**src/common/pcs_types_pkg.sv**
```systemverilog
package pcs_types_pkg;

    // Widths of the receive datapath
    localparam int WORD_W   = 32;
    localparam int HEADER_W = 2;
    localparam int GB_SEQ_W = 7;

    // Half of a 64-bit block payload
    typedef logic [WORD_W-1:0] word_t;

    // Sync header in front of each 66-bit block
    typedef logic [HEADER_W-1:0] header_t;

    // Gearbox step, counts 0 to 32
    typedef logic [GB_SEQ_W-1:0] gb_seq_t;

    // Last step of the 33-cycle gearbox sequence
    localparam gb_seq_t GB_SEQ_MAX = gb_seq_t'(32);

endpackage

```
**src/common/pcs_proto_pkg.sv**
```systemverilog
package pcs_proto_pkg;

    import pcs_types_pkg::*;

    // Legal sync headers, anything else is a framing error
    localparam header_t SYNC_DATA = 2'b01;
    localparam header_t SYNC_CTRL = 2'b10;

    // Taps of x^58 + x^39 + 1, newest bit at history position 0
    localparam int SCR_TAP_A = 38;
    localparam int SCR_TAP_B = 57;

endpackage

```
**src/rx_gearbox/rx_gearbox.sv**
```systemverilog
module rx_gearbox
    import pcs_types_pkg::*;
#(
    parameter bit REGISTER_OUTPUT = 1'b1
) (
    input  logic    i_clk,
    input  logic    i_reset,
    input  word_t   i_data,
    input  logic    i_slip,
    output word_t   o_data,
    output header_t o_header,
    output logic    o_data_valid,
    output logic    o_header_valid
);

    // One full block, the buffer keeps one spare bit below it
    localparam int BUF_W = 2 * WORD_W + HEADER_W;
    localparam int IDX_W = $clog2(BUF_W + 1);

    gb_seq_t          gb_seq;
    logic             half_slip;
    logic             block_done;
    logic [IDX_W-1:0] load_idx;
    logic [IDX_W-1:0] data_start;
    logic [BUF_W:0]   asm_buf;
    logic [BUF_W:0]   next_buf;

    word_t   data_int;
    header_t header_int;
    logic    data_valid_int;
    logic    header_valid_int;

    // Load-index table of the 33 steps
    // Odd steps fill the upper half, even steps close the block
    function automatic logic [IDX_W-1:0] load_index(input gb_seq_t seq);
        if (seq == '0) begin
            return '0;
        end else if (seq[0]) begin
            return IDX_W'(WORD_W + 1 - int'(seq));
        end else begin
            return IDX_W'(BUF_W - int'(seq));
        end
    endfunction

    // Sequence stalls for one cycle on each slip
    always_ff @(posedge i_clk) begin
        if (i_reset) begin
            gb_seq    <= '0;
            half_slip <= 1'b0;
        end else if (i_slip) begin
            half_slip <= ~half_slip;
        end else begin
            gb_seq <= (gb_seq == GB_SEQ_MAX) ? '0 : gb_seq + 1'b1;
        end
    end

    assign block_done = ~gb_seq[0];
    assign load_idx   = load_index(gb_seq);

    always_comb begin
        next_buf = asm_buf;
        for (int i = 0; i < BUF_W; i++) begin
            if (block_done) begin
                // Tail of the current block on top, start of the next from bit 1
                if (gb_seq != '0 && i >= load_idx) begin
                    next_buf[i + 1] = i_data[i - load_idx];
                end else if (i < WORD_W - gb_seq) begin
                    next_buf[i + 1] = i_data[i + gb_seq];
                end
            end else if (i >= load_idx && i < load_idx + WORD_W) begin
                next_buf[i + 1] = i_data[i - load_idx];
            end
        end
        // Spare bit is the last bit of the block before
        if (block_done) begin
            next_buf[0] = next_buf[BUF_W];
        end
    end

    always_ff @(posedge i_clk) begin
        asm_buf <= next_buf;
    end

    // Extraction window, shifted down one bit while half_slip is set
    assign data_start = IDX_W'(HEADER_W + 1) + (block_done ? IDX_W'(WORD_W) : '0)
                        - IDX_W'(half_slip);

    assign data_int         = next_buf[data_start +: WORD_W];
    assign header_int       = next_buf[!half_slip +: HEADER_W];
    assign data_valid_int   = (gb_seq != '0);
    assign header_valid_int = gb_seq[0];

    if (REGISTER_OUTPUT) begin : g_reg_out
        always_ff @(posedge i_clk) begin
            if (i_reset) begin
                o_data_valid   <= 1'b0;
                o_header_valid <= 1'b0;
            end else begin
                o_data_valid   <= data_valid_int;
                o_header_valid <= header_valid_int;
            end
        end

        // Hold the last value between strobes
        always_ff @(posedge i_clk) begin
            if (data_valid_int) begin
                o_data <= data_int;
            end
            if (header_valid_int) begin
                o_header <= header_int;
            end
        end
    end else begin : g_comb_out
        assign o_data         = data_int;
        assign o_header       = header_int;
        assign o_data_valid   = data_valid_int;
        assign o_header_valid = header_valid_int;
    end

endmodule

```
**src/hdl/block_lock.sv**
```systemverilog
module block_lock
    import pcs_types_pkg::*;
    import pcs_proto_pkg::*;
#(
    parameter int LOCK_COUNT = 64,
    parameter int BAD_LIMIT  = 16,
    parameter int WINDOW     = 64
) (
    input  logic    i_clk,
    input  logic    i_reset,
    input  header_t i_header,
    input  logic    i_header_valid,
    output logic    o_slip,
    output logic    o_block_lock
);

    localparam int GOOD_W = $clog2(LOCK_COUNT + 1);
    localparam int BAD_W  = $clog2(BAD_LIMIT + 1);
    localparam int WIN_W  = $clog2(WINDOW + 1);

    typedef enum logic [1:0] {
        HUNT,
        SLIP_WAIT,
        LOCKED
    } lock_state_t;

    lock_state_t       state;
    logic [GOOD_W-1:0] good_cnt;
    logic [BAD_W-1:0]  bad_cnt;
    logic [WIN_W-1:0]  win_cnt;
    logic              skip_cnt;
    logic              header_ok;

    assign header_ok = (i_header == SYNC_DATA) || (i_header == SYNC_CTRL);

    always_ff @(posedge i_clk) begin
        if (i_reset) begin
            state        <= HUNT;
            good_cnt     <= '0;
            bad_cnt      <= '0;
            win_cnt      <= '0;
            skip_cnt     <= 1'b0;
            o_slip       <= 1'b0;
            o_block_lock <= 1'b0;
        end else begin
            o_slip <= 1'b0;
            if (i_header_valid) begin
                case (state)
                    HUNT: begin
                        if (!header_ok) begin
                            o_slip   <= 1'b1;
                            good_cnt <= '0;
                            skip_cnt <= 1'b0;
                            state    <= SLIP_WAIT;
                        end else if (good_cnt == GOOD_W'(LOCK_COUNT - 1)) begin
                            good_cnt     <= '0;
                            bad_cnt      <= '0;
                            win_cnt      <= '0;
                            o_block_lock <= 1'b1;
                            state        <= LOCKED;
                        end else begin
                            good_cnt <= good_cnt + 1'b1;
                        end
                    end
                    // Gearbox needs two headers to settle after a slip
                    SLIP_WAIT: begin
                        skip_cnt <= 1'b1;
                        if (skip_cnt) begin
                            state <= HUNT;
                        end
                    end
                    LOCKED: begin
                        if (!header_ok && bad_cnt == BAD_W'(BAD_LIMIT - 1)) begin
                            o_block_lock <= 1'b0;
                            o_slip       <= 1'b1;
                            skip_cnt     <= 1'b0;
                            state        <= SLIP_WAIT;
                        end else if (win_cnt == WIN_W'(WINDOW - 1)) begin
                            // New window starts clean
                            win_cnt <= '0;
                            bad_cnt <= '0;
                        end else begin
                            win_cnt <= win_cnt + 1'b1;
                            if (!header_ok) begin
                                bad_cnt <= bad_cnt + 1'b1;
                            end
                        end
                    end
                    default: begin
                        state <= HUNT;
                    end
                endcase
            end
        end
    end

endmodule

```
**src/hdl/rx_descrambler.sv**
```systemverilog
module rx_descrambler
    import pcs_types_pkg::*;
    import pcs_proto_pkg::*;
(
    input  logic    i_clk,
    input  logic    i_reset,
    input  word_t   i_data,
    input  logic    i_data_valid,
    input  header_t i_header,
    input  logic    i_header_valid,
    output word_t   o_data,
    output logic    o_data_valid,
    output header_t o_header,
    output logic    o_header_valid
);

    localparam int HIST_W = SCR_TAP_B + 1;

    logic [HIST_W-1:0] scr_hist;
    logic [HIST_W-1:0] next_hist;
    word_t             descr_data;

    // Bit 0 first, received bits feed the history
    always_comb begin
        next_hist = scr_hist;
        for (int i = 0; i < WORD_W; i++) begin
            descr_data[i] = i_data[i] ^ next_hist[SCR_TAP_A] ^ next_hist[SCR_TAP_B];
            next_hist     = {next_hist[HIST_W-2:0], i_data[i]};
        end
    end

    always_ff @(posedge i_clk) begin
        if (i_data_valid) begin
            scr_hist <= next_hist;
            o_data   <= descr_data;
        end
        // Header is not scrambled
        o_header <= i_header;
    end

    always_ff @(posedge i_clk) begin
        if (i_reset) begin
            o_data_valid   <= 1'b0;
            o_header_valid <= 1'b0;
        end else begin
            o_data_valid   <= i_data_valid;
            o_header_valid <= i_header_valid;
        end
    end

endmodule

```
**src/hdl/pcs_rx.sv**
```systemverilog
module pcs_rx
    import pcs_types_pkg::*;
#(
    parameter bit REGISTER_OUTPUT = 1'b1,
    parameter int LOCK_COUNT      = 64,
    parameter int BAD_LIMIT       = 16,
    parameter int WINDOW          = 64
) (
    input  logic    i_clk,
    input  logic    i_reset,
    input  word_t   i_data,
    output word_t   o_data,
    output logic    o_data_valid,
    output header_t o_header,
    output logic    o_header_valid,
    output logic    o_block_lock
);

    word_t   gb_data;
    logic    gb_data_valid;
    header_t gb_header;
    logic    gb_header_valid;
    logic    slip;

    rx_gearbox #(
        .REGISTER_OUTPUT (REGISTER_OUTPUT)
    ) u_rx_gearbox (
        .i_clk          (i_clk),
        .i_reset        (i_reset),
        .i_data         (i_data),
        .i_slip         (slip),
        .o_data         (gb_data),
        .o_header       (gb_header),
        .o_data_valid   (gb_data_valid),
        .o_header_valid (gb_header_valid)
    );

    // Slip pulses go back to the gearbox until the headers line up
    block_lock #(
        .LOCK_COUNT (LOCK_COUNT),
        .BAD_LIMIT  (BAD_LIMIT),
        .WINDOW     (WINDOW)
    ) u_block_lock (
        .i_clk          (i_clk),
        .i_reset        (i_reset),
        .i_header       (gb_header),
        .i_header_valid (gb_header_valid),
        .o_slip         (slip),
        .o_block_lock   (o_block_lock)
    );

    rx_descrambler u_rx_descrambler (
        .i_clk          (i_clk),
        .i_reset        (i_reset),
        .i_data         (gb_data),
        .i_data_valid   (gb_data_valid),
        .i_header       (gb_header),
        .i_header_valid (gb_header_valid),
        .o_data         (o_data),
        .o_data_valid   (o_data_valid),
        .o_header       (o_header),
        .o_header_valid (o_header_valid)
    );

endmodule

```
**config.mk**
```make
export PLATFORM = sky130hd
export DESIGN_NAME = pcs_rx
export DESIGN_NICKNAME = d
export VERILOG_FILES = /design/src/common/pcs_types_pkg.sv /design/src/common/pcs_proto_pkg.sv /design/src/rx_gearbox/rx_gearbox.sv /design/src/hdl/block_lock.sv /design/src/hdl/rx_descrambler.sv /design/src/hdl/pcs_rx.sv
export SDC_FILE = /design/constraint.sdc
export NUM_CORES = 1
export LEC_CHECK = 0
export BUFFER_PORTS_ARGS = -buffer_cell sky130_fd_sc_hd__clkbuf_2
export CORE_UTILIZATION = 60
export CTS_CLUSTER_SIZE = 12
export DETAILED_ROUTE_END_ITERATION = 16
export PLACE_DENSITY = 0.81
export SETUP_SLACK_MARGIN = 0.2
export SLEW_MARGIN = 20
export SYNTH_ARGS = -nofsm -noshare
export SYNTH_HDL_FRONTEND = slang
export SYNTH_SLANG_ARGS = --single-unit
```
**constraint.sdc**
```tcl
create_clock -name i_clk -period 8.9 [get_ports i_clk]
set_input_delay 0.89 -clock i_clk [delete_from_list [all_inputs] [get_ports i_clk]]
set_output_delay 0.89 -clock i_clk [all_outputs]
set_load 0.005 [all_outputs]
```
# Word level (Yosys, flattened, before mapping)
# Index checks and enable logic that the tools add are counted.
# totals
regBits,229
out_inout_bits,37
in_bits,34
elab_cells,1282
# op_classes
n_reduce_logical,148
magnitude_cmp,330
muxes,560
n_bitwise,66
n_eq_ne,16
add_sub_neg,141
shift,2
# ops
op,count
$lt A32 B6 Y1 const B,131
$lt A6 B32 Y1 const A,64
$lt A5 B32 Y1 const A,32
$bmux W1 S5,132
$lt A4 B32 Y1 const A,16
$mux W1,403
$sub A6 B7 Y8 const A,33
$add A6 B7 Y8 const A,32
$lt A3 B32 Y1 const A,8
$ge A6 B7 Y1 const A,32
$logic_and A1 B1 Y1,133
$add A5 B7 Y8 const A,16
$lt A1 B32 Y1 const A,4
$lt A2 B32 Y1 const A,4
$lt A7 B32 Y1 const A,4
$sub A5 B7 Y8 const A,16
$ge A5 B7 Y1 const A,16
$shiftx A67 B2 Y2,1
$shiftx A67 B8 Y32,1
$add A4 B7 Y8 const A,8
$sub A4 B7 Y8 const A,8
$xor A1 B1 Y1,64
$mux W7,9
$ge A4 B7 Y1 const A,8
other kinds (48),88

# Depth between registers and ports, before layout
# logic_depth
word_depth,10
ltp_mapped,25
ltp_nobuf,15

# Modules after synthesis
# Synthesis repeated with hierarchy kept, for this count alone.
# hier_totals
cells_unflattened,1829
hier_area_um2,18001.0
# modules_own_cells
mod,cells_each,area_per_inst_um2,seq_area_each_um2,instances
rx_gearbox,1556,13223.9,2562.5,1
rx_descrambler,128,3555.9,2782.7,1
block_lock,145,1221.2,480.5,1

# Least setup slack after synthesis
# Ideal clock, no wire load.
# synth_path
kind,flip-flop to flip-flop
startpoint,register u_rx_gearbox.gb_seq[0]
endpoint,register u_rx_gearbox.o_data[11] (data pin)
path_stages_with_launch,24
setup_ps,261
n_path_buf,11
required_time_ps,8639
t_arrival_ps,6195
period_less_slack_ps,6455
path_slack_ps,2445
path_cell_list,dfxtp_1 -> buf_4 -> buf_2 -> inv_1 -> clkbuf_1 -> clkbuf_1 -> buf_1 -> clkbuf_1 -> buf_1 -> ha_1 -> nand3b_1 -> buf_2 -> o221ai_2 -> clkbuf_1 -> ha_1 -> clkbuf_1 -> clkbuf_1 -> mux2i_1 -> a221oi_1 -> mux2_2 -> mux2_2 -> mux2_2 -> mux2_2 -> a221o_1
# synth_via
elab_chain_len,10
elab_cells_between_ends,1002
classes_between,add/sub: 137; order compare: 198; shift: 1; mux: 532; reduce/logical: 134
# synth_rtl
element,line,text
start: declaration,rx_gearbox.sv:20,gb_seq_t gb_seq;
start signal: assignment,rx_gearbox.sv:53,gb_seq <= (gb_seq == GB_SEQ_MAX) ? '0 : gb_seq + 1'b1;
$sub A7 B7 Y7 or $sub A6 B7 Y7 (tied branches),"rx_gearbox.sv:41, rx_gearbox.sv:39",
$mux W7,rx_gearbox.sv:38,end else if (seq[0]) begin
$mux W7,rx_gearbox.sv:36,if (seq == '0) begin
$add A7 B6 Y8 or $sub A7 B7 Y8 (tied branches),"rx_gearbox.sv:70, rx_gearbox.sv:66, rx_gearbox.sv:71",
$lt A7 B32 Y1 or $bmux W1 S5 (tied branches),"rx_gearbox.sv:70, rx_gearbox.sv:66, rx_gearbox.sv:71",
$logic_and A1 B1 Y1 or $mux W1 (tied branches),"rx_gearbox.sv:70, rx_gearbox.sv:66, rx_gearbox.sv:71",
$mux W1 (on tied branches),"rx_gearbox.sv:70, rx_gearbox.sv:65",
$mux W1,rx_gearbox.sv:63,if (block_done) begin
$mux W1,rx_gearbox.sv:75,if (block_done) begin
$shiftx A67 B8 Y32 (*),rx_gearbox.sv:88,assign data_int = next_buf[data_start +: WORD_W];
net u_rx_gearbox.data_int[11],rx_gearbox.sv:28,word_t data_int;
end signal: assignment,rx_gearbox.sv:107,o_data <= data_int;
end: declaration,rx_gearbox.sv:10,"output word_t o_data,"
# The timed path passes the listed nets; every way through them passes the cells marked *. The select of a mux whose other input is x is not followed.
# A chain may end at the register's enable or synchronous reset.

# Worst setup path in the final report
# layout_path
startpoint,register u_rx_gearbox.gb_seq[3]
endpoint,register u_rx_gearbox.o_data[26] (data pin)
# layout_via
elab_cells_between_ends,999
classes_between,add/sub: 135; order compare: 198; shift: 1; mux: 531; reduce/logical: 134
# layout_lines
element,line,text
$sub A7 B7 Y7 or $sub A6 B7 Y7 (tied branches),"rx_gearbox.sv:41, rx_gearbox.sv:39",
$mux W7,rx_gearbox.sv:38,
$mux W7,rx_gearbox.sv:36,
$add A7 B6 Y8 or $sub A5 B7 Y8 (tied branches),"rx_gearbox.sv:70, rx_gearbox.sv:66, rx_gearbox.sv:71",
$lt A5 B32 Y1 or $bmux W1 S5 (tied branches),"rx_gearbox.sv:70, rx_gearbox.sv:66, rx_gearbox.sv:71",
$logic_and A1 B1 Y1 or $mux W1 (tied branches),"rx_gearbox.sv:70, rx_gearbox.sv:66, rx_gearbox.sv:71",
$mux W1 (on tied branches),"rx_gearbox.sv:70, rx_gearbox.sv:65",
$mux W1 (*),rx_gearbox.sv:63,
net u_rx_gearbox.next_buf[29],rx_gearbox.sv:26,logic [BUF_W:0] next_buf;
$shiftx A67 B8 Y32 (*),rx_gearbox.sv:88,
net u_rx_gearbox.data_int[26],rx_gearbox.sv:28,
# Marks and branches as above.

==> results.py <==
metrics = {
    "outcome": {
        "status": "finished, final reports clean",
    },
    "synthesis": {
        "syn_nets": 1997,
        "yosysMostFrequentCell": "mux2i_1",
        "syn_area_sq_mm": 0.01847,
        "yosysTopAreaCellShare": 0.2017,
        "synth_flop_cell": "edfxtp_1",
        "yosys_warnings": 0,
        "synth_seq_area_share": 0.3155,
        "async_reset_ff_frac": 0,
        "synth_common_cells": "mux2i_1, nand2_1, nor2_1",
        "synth.area.top_cells": "edfxtp_1, dfxtp_1, mux2i_1",
        "yosysTopAreaCell": "edfxtp_1",
        "synth.distinct_cells": 83,
        "synth_edf_count": 124,
        "synth-seq-cells": 229,
        "syn-instance-count": 1935,
        "syn_avg_cell_area_sq_um": 9.543,
    },
    "global_route": {
        "grt_pass1_vias": 15780,
        "antenna_found_initial": 1,
        "grt_pass1_wl_um": 101600,
        "gr-usage-met1": 0.5872,
        "grt_busiest_layer": "met2",
        "grt_overflow_total": 0,
        "track_usage": 0.4396,
        "use_met2": 0.6357,
        "grt_max_degree": 89,
        "use_met3": 0.1285,
    },
    "sta": {
        "fmax_mhz": 138.6,
        "setup_tns_ns": 0,
        "period_needed_ns": 7.213,
        "worstMarginPinSlew_ns": 1.208,
        "skew_ns": 0.03464,
        "maxSlewHeadroom": 0.1917,
        "hold_violations": 0,
        "setup_viol": 0,
        "period_share": 0.8104,
        "rsz0062_at_grt": "no",
        "drv_slew": 0,
    },
    "critical_path": {
        "worstSetupEndpointType": "flop",
        "cp.arrival_ns": 7.53,
        "rr_startpoint": "u_rx_gearbox.gb_seq[3]",
        "rrSetupSlack_ns": 1.69,
        "cp-start-kind": "flop",
        "required_ns": 9.22,
        "crit_fanout": 45,
        "reg2reg_to": "u_rx_gearbox.o_data[26]",
        "reg2regPathDepth": 15,
        "critPathKind": "flop to flop",
    },
    "floorplan": {
        "initial_core_util": 0.6165,
        "die_y_um": 177.4,
        "core-area_sq_mm": 0.02995,
        "pin_count": 71,
        "die_w_um": 177.4,
        "die-area_sq_mm": 0.03148,
        "row_count": 63,
    },
    "finish": {
        "layout-drive-gt1-share": 0.1888,
        "finalNonFillerCells": 2329,
        "final_area_sq_mm": 0.01984,
        "nNetsFinal": 1982,
        "n_antenna_cell": 0,
        "num-fill-cells": 2397,
        "area_growth_pct": 7.433,
    },
    "drt": {
        "postRouteAntennaNets": 0,
        "vias": 17350,
        "drtIter0Drc": 2750,
        "dr.pass1.iters": 6,
        "vias_per_cell": 7.448,
        "avgRoutedWirePerCell_um": 29.95,
        "drcViolationCount": 0,
        "wl_um": 69750,
    },
    "pwr": {
        "power_frac_comb": 0.600,
        "p_per_area_mw_per_mm2": 365.6,
        "pwr-share-clk": 0.143,
        "switching_share": 0.4681,
        "p_leak_uw": 0.007443,
        "ir_drop_uv": 199.2,
        "internal-power_uw": 3858,
        "power_frac_seq": 0.258,
        "p_switching_uw": 3395,
    },
    "min_path": {
        "whs_path_depth": 0,
        "hold_path_class": "flop to flop",
        "hold-path-endpoint": "u_rx_descrambler.scr_hist[35]",
        "worstHoldStart": "u_rx_descrambler.scr_hist[3]",
    },
    "clocking": {
        "htreeDepth": 1,
        "cts-root-buf": "clkbuf_16",
        "cts_resized": 0,
        "clock_latency_ns": 0.56,
        "cts_buffers": 25,
        "clk_pin_slew_ns": 0.07,
        "cts_tree": "built",
        "clkSinkCount": 229,
        "clockBufferDepth": 3,
        "post-cts-setup-buffer-count": 0,
        "postCtsHoldBufs": 0,
    },
    "placement": {
        "dpl.hpwl_um": 50930,
        "place_inst": 2283,
        "dpl_cell_area_sq_mm": 0.01904,
        "port_buffers": 70,
        "gp_congestion": 1.139,
    },
    "job": {
        "drv_cap": 0,
    },
}
-- power groups by stage --
stage          Clock (uW)  Sequential (uW)  Combinational [uW]
4_1_cts              1040             1860                4150
3_5_place_dp            0             1870                4130
2_1_floorplan           0             1780                2900
3_3_place_gp            0             1860                4070
5_1_grt              1080             1900                4520
6_report             1040             1870                4350
-- cells by family after synthesis --
family	Yosys count	synth area share
adders and majority gates	28	0.01897
and+or+nand+nor	464	0.1141
AOI/OAI and AO/OA	538	0.1931
buffers and inverters	195	0.04235
DFF	229	0.3155
xor gates and xnor gates	116	0.05665
muxes	365	0.2593
-- layer usage --
| layer | vias to the layer above | routed length (um) |
|---|---|---|
| met1 | 8291 | 25910 |
| met3 | 298 | 10370 |
| met4 | 2 | 4835 |
| met5 | - | 13 |
| li1 | 7319 | - |
| met2 | 1437 | 28610 |
-- how the worst max path moves through the flow --
stage / to / startpoint
finish: u_rx_gearbox.o_data[26] / u_rx_gearbox.gb_seq[3]
global route: u_rx_gearbox.o_data[26] / u_rx_gearbox.gb_seq[3]
CTS: u_rx_gearbox.o_data[26] / u_rx_gearbox.gb_seq[3]
detailed placement: u_rx_gearbox.o_data[26] / u_rx_gearbox.gb_seq[3]
global placement: u_rx_gearbox.o_data[26] / u_rx_gearbox.gb_seq[3]
floorplan: u_rx_gearbox.o_data[11] / u_rx_gearbox.gb_seq[0]
-- metrics by stage --
step           power, uW    util  hold slack [ns]  setup WS, ns
2_1_floorplan       4682       -           0.4003         2.445
3_3_place_gp        5930  0.6355           0.4013         2.182
3_5_place_dp        6007  0.6355           0.4052         2.201
4_1_cts             7052  0.6623           0.4160         2.170
5_1_grt             7497  0.6623           0.4159         1.646
6_report            7253  0.6623           0.4222         1.687
-- worst max-delay path, stage by stage, from the launching register on --
cell and delay (ns):
dfxtp_1 0.30, buf_4 0.24, inv_1 0.31, ha_1 0.53
nand3b_1 0.62, o221ai_2 0.98, ha_2 0.29, buf_4 0.54
inv_1 0.42, mux2i_1 0.21, a221o_1 0.32, mux2i_1 0.25
mux2i_1 0.18, a311oi_1 0.99, o22ai_1 0.36, nor3_1 0.44
-- state kept, by name, summed over array words and instances, names as in the netlist --
register and flops:
u_rx_gearbox.gb_seq 7, u_rx_gearbox.o_header_valid 1, u_block_lock.bad_cnt 5, u_rx_gearbox.asm_buf 67, u_block_lock.state 2, u_rx_descrambler.o_data_valid 1, u_rx_descrambler.scr_hist 58, u_block_lock.o_block_lock 1
u_rx_descrambler.o_data 32, u_rx_gearbox.o_header 2, u_rx_gearbox.half_slip 1, u_rx_descrambler.o_header 2, u_block_lock.good_cnt 7, u_rx_gearbox.o_data 32, u_block_lock.o_slip 1, u_block_lock.skip_cnt 1
u_rx_descrambler.o_header_valid 1, u_rx_gearbox.o_data_valid 1, u_block_lock.win_cnt 7
-- cells in the final DEF, fill, tap and decap left out, drive strengths merged, types with 43 or more instances in the layout --
| cell type | instances |
|---|---|
| a21oi | 145 |
| mux4 | 81 |
| edfxtp | 124 |
| mux2i | 187 |
| clkbuf | 110 |
| nor2 | 151 |
| nand2 | 155 |
| dfxtp | 105 |
| mux2 | 97 |
| inv | 43 |
| o21ai | 118 |
| xnor2 | 105 |
-- layout make-up --
| cell class | count | area, sq um | area share |
|---|---|---|---|
| clock inverter | 6 | 78.83 | 0.003974 |
| multi-input combinational | 1511 | 11900 | 0.5999 |
| inverter | 43 | 161.4 | 0.008136 |
| sequential | 229 | 5834 | 0.2941 |
| clock buffer | 40 | 723.2 | 0.03646 |
| timing repair buffer | 110 | 650.6 | 0.03280 |
| tap | 390 | 488.0 | 0.02460 |
(Power assumes the default switching activity.)
